<file path="src/source/ras_params.svh">
`ifndef RAS_PARAMS_SVH
`define RAS_PARAMS_SVH

// stack depth, must be a power of two.
`define RAS_SIZE 8
`define RAS_WIDTH 3

`define VADDR_WIDTH 32

// instruction slot within a fetch block.
`define OFFSET_WIDTH 3

// checkpoint tags.
`define TAG_WIDTH 4
`define CKPT_DEPTH (1 << `TAG_WIDTH)

`endif

</file>
<file path="src/source/ras_pkg.sv">
`include "ras_params.svh"

package ras_pkg;

    // upper bit set means the operation writes an entry.
    typedef enum logic [1:0] {
        NONE     = 2'b00,
        POP      = 2'b01,
        PUSH     = 2'b10,
        POP_PUSH = 2'b11
    } ras_type_e;

    localparam int ras_ckpt_w = 2 * `RAS_WIDTH + 2;

    typedef struct packed {
        logic [`RAS_WIDTH-1:0] top;
        logic                  tdir;
        logic [`RAS_WIDTH-1:0] bottom;
        logic                  bdir;
    } ras_ckpt_s;

    // the queue only stores the flat word, the stack decodes the fields.
    typedef union packed {
        logic [ras_ckpt_w-1:0] raw;
        ras_ckpt_s             f;
    } ras_ckpt_u;

endpackage

</file>
<file path="src/source/ras.sv">
`timescale 1ns/1ns
`include "ras_params.svh"

module ras (
    input  logic                     clk,
    input  logic                     rst,
    input  logic                     request,
    input  ras_pkg::ras_type_e       ras_type,
    input  logic [`VADDR_WIDTH-1:0]  target,
    input  logic                     squash,
    input  ras_pkg::ras_type_e       squash_type,
    input  logic [`VADDR_WIDTH-1:0]  squash_start_addr,
    input  logic [`OFFSET_WIDTH-1:0] squash_offset,
    input  ras_pkg::ras_ckpt_u       ckpt_restore,
    output ras_pkg::ras_ckpt_u       ckpt_now,
    output logic                     ras_en,
    output logic [`VADDR_WIDTH-1:0]  ras_pc
);

    import ras_pkg::*;

    logic [`RAS_WIDTH-1:0]   top;
    logic [`RAS_WIDTH-1:0]   bottom;
    logic                    tdir;
    logic                    bdir;
    logic                    empty;
    logic [`RAS_WIDTH-1:0]   top_m1;

    ras_ckpt_u               base;
    ras_ckpt_u               nxt;
    ras_type_e               op;
    logic                    base_full;
    logic                    base_empty;
    logic [`RAS_WIDTH:0]     top_inc;
    logic [`RAS_WIDTH:0]     top_dec;
    logic [`RAS_WIDTH:0]     bottom_inc;

    logic                    we;
    logic [`RAS_WIDTH-1:0]   waddr;
    logic [`VADDR_WIDTH-1:0] wdata;
    logic [`VADDR_WIDTH-1:0] squash_target;

    assign ckpt_now.f.top    = top;
    assign ckpt_now.f.tdir   = tdir;
    assign ckpt_now.f.bottom = bottom;
    assign ckpt_now.f.bdir   = bdir;

    assign empty  = (tdir == bdir) && (top == bottom);
    assign top_m1 = top - `RAS_WIDTH'd1;
    assign ras_en = ~empty;

    // a squash starts from the checkpoint, otherwise from the live pointers.
    assign base = squash ? ckpt_restore : ckpt_now;
    assign op   = squash ? squash_type : (request ? ras_type : NONE);

    assign base_full  = (base.f.tdir != base.f.bdir) && (base.f.top == base.f.bottom);
    assign base_empty = (base.f.tdir == base.f.bdir) && (base.f.top == base.f.bottom);

    // the direction bit sits above the pointer, so it toggles on every wrap.
    assign top_inc    = {base.f.tdir, base.f.top} + 1'b1;
    assign top_dec    = {base.f.tdir, base.f.top} - 1'b1;
    assign bottom_inc = {base.f.bdir, base.f.bottom} + 1'b1;

    always_comb begin
        nxt = base;
        case (op)
            POP: begin
                if (!base_empty) begin
                    {nxt.f.tdir, nxt.f.top} = top_dec;
                end
            end
            PUSH: begin
                {nxt.f.tdir, nxt.f.top} = top_inc;
                if (base_full) begin
                    {nxt.f.bdir, nxt.f.bottom} = bottom_inc; // oldest entry is dropped.
                end
            end
            default: nxt = base; // none and pop_push keep the pointers.
        endcase
    end

    always_ff @(posedge clk or posedge rst) begin
        if (rst) begin
            top    <= '0;
            tdir   <= 1'b0;
            bottom <= '0;
            bdir   <= 1'b0;
        end else begin
            top    <= nxt.f.top;
            tdir   <= nxt.f.tdir;
            bottom <= nxt.f.bottom;
            bdir   <= nxt.f.bdir;
        end
    end

    // return address of a corrected call, the slot after the call itself.
    assign squash_target = squash_start_addr
                         + {{(`VADDR_WIDTH-`OFFSET_WIDTH-2){1'b0}}, squash_offset, 2'b00}
                         + `VADDR_WIDTH'd4;

    assign we    = op[1];
    assign waddr = (op == POP_PUSH) ? base.f.top - `RAS_WIDTH'd1 : base.f.top;
    assign wdata = squash ? squash_target : target;

    sdp_ram sdp_ram_i (
        .clk   (clk),
        .rst   (rst),
        .we    (we),
        .waddr (waddr),
        .wdata (wdata),
        .raddr (top_m1),
        .rdata (ras_pc)
    );

endmodule

</file>
<file path="src/source/ras_ckpt_queue.sv">
`timescale 1ns/1ns
`include "ras_params.svh"

module ras_ckpt_queue (
    input  logic                  clk,
    input  logic                  rst,
    input  logic                  request,
    input  logic                  squash,
    input  ras_pkg::ras_ckpt_u    ckpt_now,
    input  logic [`TAG_WIDTH-1:0] squash_tag,
    output logic [`TAG_WIDTH-1:0] req_tag,
    output ras_pkg::ras_ckpt_u    ckpt_restore
);

    import ras_pkg::*;

    logic [ras_ckpt_w-1:0] ckpt_mem [`CKPT_DEPTH];
    logic [`TAG_WIDTH-1:0] tag;
    logic                  record;

    // a request in a squash cycle is dropped and gets no checkpoint.
    assign record = request && !squash;

    always_ff @(posedge clk) begin
        if (record) begin
            ckpt_mem[tag] <= ckpt_now.raw; // pointers from before this request.
        end
    end

    // tag counter wraps around the table.
    always_ff @(posedge clk or posedge rst) begin
        if (rst) begin
            tag <= '0;
        end else if (squash) begin
            tag <= squash_tag + `TAG_WIDTH'd1; // younger tags are freed.
        end else if (record) begin
            tag <= tag + `TAG_WIDTH'd1;
        end
    end

    assign req_tag          = tag;
    assign ckpt_restore.raw = ckpt_mem[squash_tag];

endmodule

</file>
<file path="src/source/ras_predictor_top.sv">
`timescale 1ns/1ns
`include "ras_params.svh"

module ras_predictor_top (
    input  logic                     clk,
    input  logic                     rst,
    input  logic                     request,
    input  ras_pkg::ras_type_e       ras_type,
    input  logic [`VADDR_WIDTH-1:0]  target,
    input  logic                     squash,
    input  logic [`TAG_WIDTH-1:0]    squash_tag,
    input  ras_pkg::ras_type_e       squash_type,
    input  logic [`VADDR_WIDTH-1:0]  squash_start_addr,
    input  logic [`OFFSET_WIDTH-1:0] squash_offset,
    output logic [`TAG_WIDTH-1:0]    req_tag,
    output logic                     ras_en,
    output logic [`VADDR_WIDTH-1:0]  ras_pc
);

    import ras_pkg::*;

    ras_ckpt_u ckpt_now;
    ras_ckpt_u ckpt_restore;

    ras_ckpt_queue ras_ckpt_queue_i (
        .clk          (clk),
        .rst          (rst),
        .request      (request),
        .squash       (squash),
        .ckpt_now     (ckpt_now),
        .squash_tag   (squash_tag),
        .req_tag      (req_tag),
        .ckpt_restore (ckpt_restore)
    );

    ras ras_i (
        .clk               (clk),
        .rst               (rst),
        .request           (request),
        .ras_type          (ras_type),
        .target            (target),
        .squash            (squash),
        .squash_type       (squash_type),
        .squash_start_addr (squash_start_addr),
        .squash_offset     (squash_offset),
        .ckpt_restore      (ckpt_restore),
        .ckpt_now          (ckpt_now),
        .ras_en            (ras_en),
        .ras_pc            (ras_pc)
    );

endmodule

</file>
<file path="src/source/sdp_ram.sv">
`timescale 1ns/1ns
`include "ras_params.svh"

module sdp_ram (
    input  logic                    clk,
    input  logic                    rst,
    input  logic                    we,
    input  logic [`RAS_WIDTH-1:0]   waddr,
    input  logic [`VADDR_WIDTH-1:0] wdata,
    input  logic [`RAS_WIDTH-1:0]   raddr,
    output logic [`VADDR_WIDTH-1:0] rdata
);

    logic [`VADDR_WIDTH-1:0] mem [`RAS_SIZE];

    always_ff @(posedge clk or posedge rst) begin
        if (rst) begin
            for (int i = 0; i < `RAS_SIZE; i++) begin
                mem[i] <= '0;
            end
        end else if (we) begin
            mem[waddr] <= wdata;
        end
    end

    // asynchronous read, a same-cycle write is seen after the edge.
    assign rdata = mem[raddr];

endmodule

</file>
<file path="config.mk">
export PLATFORM = sky130hd
export DESIGN_NAME = ras_predictor_top
export DESIGN_NICKNAME = d
export VERILOG_FILES = /design/src/source/ras_pkg.sv /design/src/source/ras.sv /design/src/source/ras_ckpt_queue.sv /design/src/source/ras_predictor_top.sv /design/src/source/sdp_ram.sv
export VERILOG_INCLUDE_DIRS = /design/src /design/src/source
export SDC_FILE = /design/constraint.sdc
export NUM_CORES = 1
export LEC_CHECK = 0
export BUFFER_PORTS_ARGS = -buffer_cell sky130_fd_sc_hd__buf_2
export CORE_ASPECT_RATIO = 1.25
export CORE_UTILIZATION = 55
export CTS_BUF_LIST = sky130_fd_sc_hd__clkbuf_16
export CTS_CLUSTER_DIAMETER = 60
export DETAILED_ROUTE_END_ITERATION = 8
export GPL_ROUTABILITY_DRIVEN = 0
export MAX_ROUTING_LAYER = met4
export PLACE_DENSITY = 0.76
export SYNTH_ARGS = -nofsm -noshare
export SYNTH_HDL_FRONTEND = slang
export SYNTH_SLANG_ARGS = --single-unit
</file>
<file path="constraint.sdc">
create_clock -name clk -period 8.8 [get_ports clk]
set_clock_uncertainty 0.15 [all_clocks]
set_input_delay 1.76 -clock clk [delete_from_list [all_inputs] [get_ports clk]]
set_output_delay 1.76 -clock clk [all_outputs]
set_load 0.05 [all_outputs]
</file>
## Word level (Yosys, flattened, before mapping)

Memory sizes are Yosys's and may differ from the RTL's.
Index checks and enable logic that the tools add are counted.

| cells by class | value |
|---|---|
| $add $sub $neg | 9 |
| $mul | 0 |
| divide/modulo/power cells | 0 |
| $lt $le $gt $ge | 3 |
| equal/unequal tests | 8 |
| shifts and indexed selects | 0 |
| muxes and demuxes | 19 |
| bitwise logic cells | 3 |
| reduce and logical (&&, ||, !) cells | 7 |

Operator list:

| operator | count |
|---|---|
| bitwise mux 256 bit | 1 |
| two-way mux 32 bit | 4 |
| binary-select mux 32 bit (select 3 bit) | 1 |
| demux 32 bit (select 3 bit) | 1 |
| adder 32 x 3 -> 32 bit (second input constant) | 1 |
| adder 32 x 5 -> 32 bit | 1 |
| two-way mux 4 bit | 5 |
| adder 4 x 1 -> 4 bit (second input constant) | 4 |
| greater-or-equal comparator 4 bit (second input constant) | 2 |
| two-way mux 8 bit | 1 |
| NOT 3 -> 4 bit | 2 |
| one-hot mux 4 bit (2 select lines) | 1 |
| == test 3 bit | 2 |
| subtractor 3 x 1 -> 3 bit (second input constant) | 2 |
| logical AND 1 bit | 5 |
| == test 2 bit (second input constant) | 2 |
| < comparator 4 x 1 -> 1 bit (second input constant) | 1 |
| two-way mux 2 bit | 2 |
| subtractor 4 x 1 -> 4 bit (second input constant) | 1 |
| two-way mux 3 bit | 1 |
| == test 1 bit | 2 |
| == test 2 x 1 -> 1 bit (second input constant) | 1 |
| two-way mux 1 bit | 2 |
| nonzero test 2 bit | 1 |
| 3 further kinds | 3 |

| storage, ports and cells | value |
|---|---|
| register bits after elaboration | 268 |
| latch bits | 0 |
| memory bits (writable) | 128 |
| memory bits (read-only) | 0 |
| input bits | 79 |
| output and inout port bits | 37 |
| memories kept | 1 |

Memories:

| name | depth | width | read ports | clocked after Yosys merged registers in | write ports | RTL line | RTL |
|---|---|---|---|---|---|---|---|
| ras_ckpt_queue_i.ckpt_mem | 16 | 8 | 1 | 0 | 1 | ras_ckpt_queue.sv:17 | `` logic [ras_ckpt_w-1:0] ckpt_mem [`CKPT_DEPTH]; `` |

## Longest topological paths before layout

| depth | value |
|---|---|
| depth in word-level cells | 10 |
| mapped depth | 13 |

## Cells and area by module

Synthesis repeated with hierarchy kept, for this count alone.

| second synthesis, totals | value |
|---|---|
| cell total of the unflattened synthesis | 1183 |
| area total of the unflattened synthesis | 18815.5 um2 |

By module, submodules not included:

| module | instances | cells each | area an instance (um2) | sequential area each (um2) |
|---|---|---|---|---|
| sdp_ram | 1 | 666 | 11634.9 | 6406.1 |
| ras_ckpt_queue | 1 | 248 | 5241.3 | 3943.8 |
| ras | 1 | 269 | 1939.4 | 200.2 |

## Worst setup path before layout

No wires, ideal clock.

| path | value |
|---|---|
| path kind | reg2out |
| start | register ras_i.top[0] |
| end | output ras_pc[0] |
| arrival | 3.376 ns |
| slack | 3.514 ns |
| cell stages (with the launch flop) | 10 |
| path buffers | 5 |
| cells stage by stage | dfrtp_1 clkbuf_1 buf_1 buf_1 inv_1 ha_1 clkbuf_1 clkbuf_1 mux4_2 mux2_2 |

| on the way | value |
|---|---|
| cells in the longest elaborated chain, start to end | 5 |

Ends and longest elaborated chain:

| what | RTL line | RTL |
|---|---|---|
| from (decl) | ras.sv:22 | `` logic [`RAS_WIDTH-1:0] top; `` |
| from (signal assigned) | ras.sv:89 | `top <= nxt.f.top;` |
| subtractor 3 x 1 -> 3 bit | ras.sv:49 | `` assign top_m1 = top - `RAS_WIDTH'd1; `` |
| NOT 3 -> 4 bit (not written as such) | sdp_ram.sv:27 | `assign rdata = mem[raddr];` |
| binary-select mux 32 bit (select 3 bit) | sdp_ram.sv:27 |  |
| two-way mux 32 bit (not written as such) (2 in a row) | sdp_ram.sv:27 |  |
| to (decl) | ras_predictor_top.sv:17 | `` output logic [`VADDR_WIDTH-1:0] ras_pc `` |

No other way between the ends. The select of a mux whose other input is x is not followed.

## Worst setup path in the final report

| path | value |
|---|---|
| start | input squash_tag[2] |
| end | register ras_i.sdp_ram_i.mem[148] (netlist bit) |

| on the way | value |
|---|---|
| cells in the longest elaborated chain, start to end | 10 |

Ends and longest elaborated chain:

| what | RTL line | RTL |
|---|---|---|
| from (decl) | ras_predictor_top.sv:11 | `` input logic [`TAG_WIDTH-1:0] squash_tag, `` |
| memory read (16 x 8 bit) * | -- |  |
| two-way mux 8 bit * | ras.sv:53 | `assign base = squash ? ckpt_restore : ckpt_now;` |
| subtractor 3 x 1 -> 3 bit | ras.sv:102 | `` assign waddr = (op == POP_PUSH) ? base.f.top - `RAS_WIDTH'd1 : base.f.top; `` |
| two-way mux 3 bit * | ras.sv:102 |  |
| NOT 3 -> 4 bit (not written as such) * | sdp_ram.sv:22 | `mem[waddr] <= wdata;` |
| greater-or-equal comparator 4 bit (not written as such) / < comparator 4 x 1 -> 1 bit (equally long branches) | sdp_ram.sv:22 |  |
| logical AND 1 bit (not written as such) | sdp_ram.sv:22 |  |
| two-way mux 32 bit (not written as such) | sdp_ram.sv:22 |  |
| demux 32 bit (select 3 bit) * | sdp_ram.sv:22 |  |
| bitwise mux 256 bit * | sdp_ram.sv:22 |  |
| to (signal, indexed assignment) | sdp_ram.sv:22 |  |
| to (decl) | sdp_ram.sv:14 | `` logic [`VADDR_WIDTH-1:0] mem [`RAS_SIZE]; `` |

Mark *: on every way between the ends. The rest lies on a longest branch, timed or not.
A chain may end at the register's enable or synchronous reset.

==> out/metrics.csv <==
metric;value;unit
syn_nets;1261;
worst_slew_pin_slew;1200;ps
fin_crit_sh;0.637;
cp-end-kind;flop;
drive_gt1_frac;0.443;
drc;4;
ys_seq_area_frac;0.568;
crit_fanout;32;
tns;0;ps
power_leakage;8.35;nW
clk_path_buf_depth;3;
synth_top_area_share;0.361;
avgSynthCellArea;15.9;um^2
area.growth.synth_to_final;10.6;%
relSlewSlack;0.191;
dp.cells;1640;
grt_antenna_before_repair;0;
critPathLaunchType;primary input;
htreeDepth;2;
grt_pass1_vias;10868;
setup_viol;0;
gr-usage-met3;0.0248;
first_iter_violations;642;
die_h;207;um
worstSkewPairLatency;520;ps
syn_inst;1167;
cp_data_arrival_time;5850;ps
async_flop_share;0.677;
cts_root_buffer;clkbuf_16;
cts_tree;built;
grt.overflow.total;0;
via_count;10214;
power.density;345;nW/um^2
grtUsageMet1;0.298;
post_cts_buffers;0;
synth-edff-count;128;
critPathKind;in2reg;
min_period;5610;ps
maxCapViolCount;0;
fp.coreArea;33000;um^2
hold_path.class;reg2reg;
nFillCells;2392;
hpwl;24.0;mm
rows;74;
grt_max_degree;203;
grt_setup_unrepaired;no;
clock-sinks;396;
ys_ff_latch;396;
io_pins;116;
wirelength;38.5;mm
synth_ff_type;dfrtp_1;
final_nets;1357;
clkSlewWorstSetupHoldPaths;60;ps
numCtsBuffers;39;
antenna_cells;0;
outcome;complete, but fails checks;
drt_pass1_iterations;9;
use_met2;0.421;
required;9040;ps
stdcell_count;1706;
postRouteAntennaNets;0;
die_w;166;um
synth.most_common_cell;dfrtp_1;
yosysWarnings;0;
route.detailed.wl_per_inst;22.5;um
hold_buffers;0;
initial_core_util;0.564;
final-hold-violation-count;0;
grt_usage;0.241;
clock.fmax;0.178;GHz
irDropWorstVdd;0.000285;V
numPortBuffers;115;
netlist_area;18600;um^2
synth_top_cells_by_area;dfrtp_1 (36%), edfxtp_1 (21%), mux2_2 (16%);
synth_top_area_cell;dfrtp_1;
violations;DRC;
synth_cell_types;56;
vias_per_cell;5.99;
grt.busiest_layer;met2;
dieArea;34500;um^2
synth_common_cells;dfrtp_1 (268), mux2_2 (267), edfxtp_1 (128);
grt_pass1_wl;62.2;mm
slew_violations;0;
post_cts_resized;0;
report_power, final:
group / leakage, nW / switching [mW] / total [mW] / internal, mW
Combinational: 3.39 / 1.40 / 2.64 / 1.24
Sequential: 4.35 / 0.368 / 2.93 / 2.56
Clock: 0.609 / 0.658 / 1.52 / 0.864
final timing paths:
check / start / endpoint / slack [ps] / depth (start not counted)
setup / recovery: squash_tag[2] / ras_i.sdp_ram_i.mem[148]$_DFFE_PP0P_ / 3190 / 11
min in group asynchronous: rst / ras_i.sdp_ram_i.mem[221]$_DFFE_PP0P_ / 1200 / 2
max in group asynchronous: rst / ras_i.top[0]$_DFF_PP0_ / 5740 / 3
hold reg to reg: ras_i.sdp_ram_i.mem[64]$_DFFE_PP0P_ / ras_i.sdp_ram_i.mem[64]$_DFFE_PP0P_ / 340 / 1
hold / removal: ras_i.sdp_ram_i.mem[64]$_DFFE_PP0P_ / ras_i.sdp_ram_i.mem[64]$_DFFE_PP0P_ / 340 / 1
setup reg to reg: ras_i.top[0]$_DFF_PP0_ / ras_i.sdp_ram_i.mem[148]$_DFFE_PP0P_ / 4850 / 10
critical path: stages:
cell	delay, ps
buf_2	660
mux4_1	430
mux2i_1	140
a221oi_2	640
inv_1	150
ha_1	400
nor2b_1	90
a2bb2oi_1	230
nor2_1	80
nand2_2	810
mux2_2	430
through the flow:
| step | hold slack (ps) | instance area, um^2 | utilization | setup slack, ps | power, mW |
|---|---|---|---|---|---|
| finish | 339 | 20500 | 0.623 | 3190 | 7.10 |
| global route | 354 | 20500 | 0.623 | 2910 | 7.44 |
| CTS | 340 | 20500 | 0.623 | 3130 | 7.16 |
| detailed placement | 328 | 19400 | 0.588 | 2660 | 5.63 |
| global placement | 318 | 19400 | 0.588 | 2800 | 5.54 |
| floorplan | 309 | 18600 | - | 3350 | 5.00 |
state kept, by name, indices dropped and copies added (netlist names):
name and cells:
ras_i.sdp_ram_i.mem 256, ras_ckpt_queue_i.ckpt_mem 128, ras_ckpt_queue_i.req_tag 4, ras_i.bottom 3, ras_i.top 3, ras_i.bdir 1, ras_i.tdir 1
layer usage:
| layer | share of wire | vias to the layer above |
|---|---|---|
| met5 | 0 | - |
| met4 | 0.022 | 0 |
| met3 | 0.034 | 60 |
| met2 | 0.53 | 209 |
| met1 | 0.41 | 5358 |
| li1 | - | 4587 |
cells by family (layout without fill, tap and decap cells):
kind of cell / Yosys count / in the layout / share of synthesized area
DFF: 396 / 396 / 0.568
buffers and inverters: 85 / 206 / 0.0271
muxes: 415 / 415 / 0.313
and+or+nand+nor: 150 / 150 / 0.0381
xor gates and xnor gates: 46 / 46 / 0.0221
adders and majority gates: 15 / 15 / 0.0105
AOI/OAI and AO/OA: 60 / 60 / 0.0216
cell usage in the layout, fill, tap and decap left out, types with 4 or more instances in the layout:
cell type,n
a21o_1,4
a21oi_1,32
and3_1,8
buf_2,115
buf_4,10
clkbuf_16,41
clkinv_1,8
clkinv_2,5
dfrtp_1,267
edfxtp_1,128
ha_1,13
inv_1,23
mux2_1,15
mux2_2,267
mux2_4,16
mux2i_1,21
mux4_1,6
mux4_2,90
nand2_1,27
nand3_1,13
nand4_1,6
nor2_1,61
nor2b_1,6
nor3_2,6
o21ai_0,5
xnor2_1,18
xor2_1,26
final cells by class:
type | count | area (um^2) | share of cell area
repair buffers | 126 | 671 | 0.0326
clock inverters | 25 | 130 | 0.00633
multi-input cells | 686 | 7590 | 0.369
well taps | 418 | 523 | 0.0255
inverters | 14 | 56.3 | 0.00274
flip-flops and latches | 396 | 10600 | 0.514
clock buffers | 41 | 1030 | 0.0499
Power figures use the tool's default switching activity.
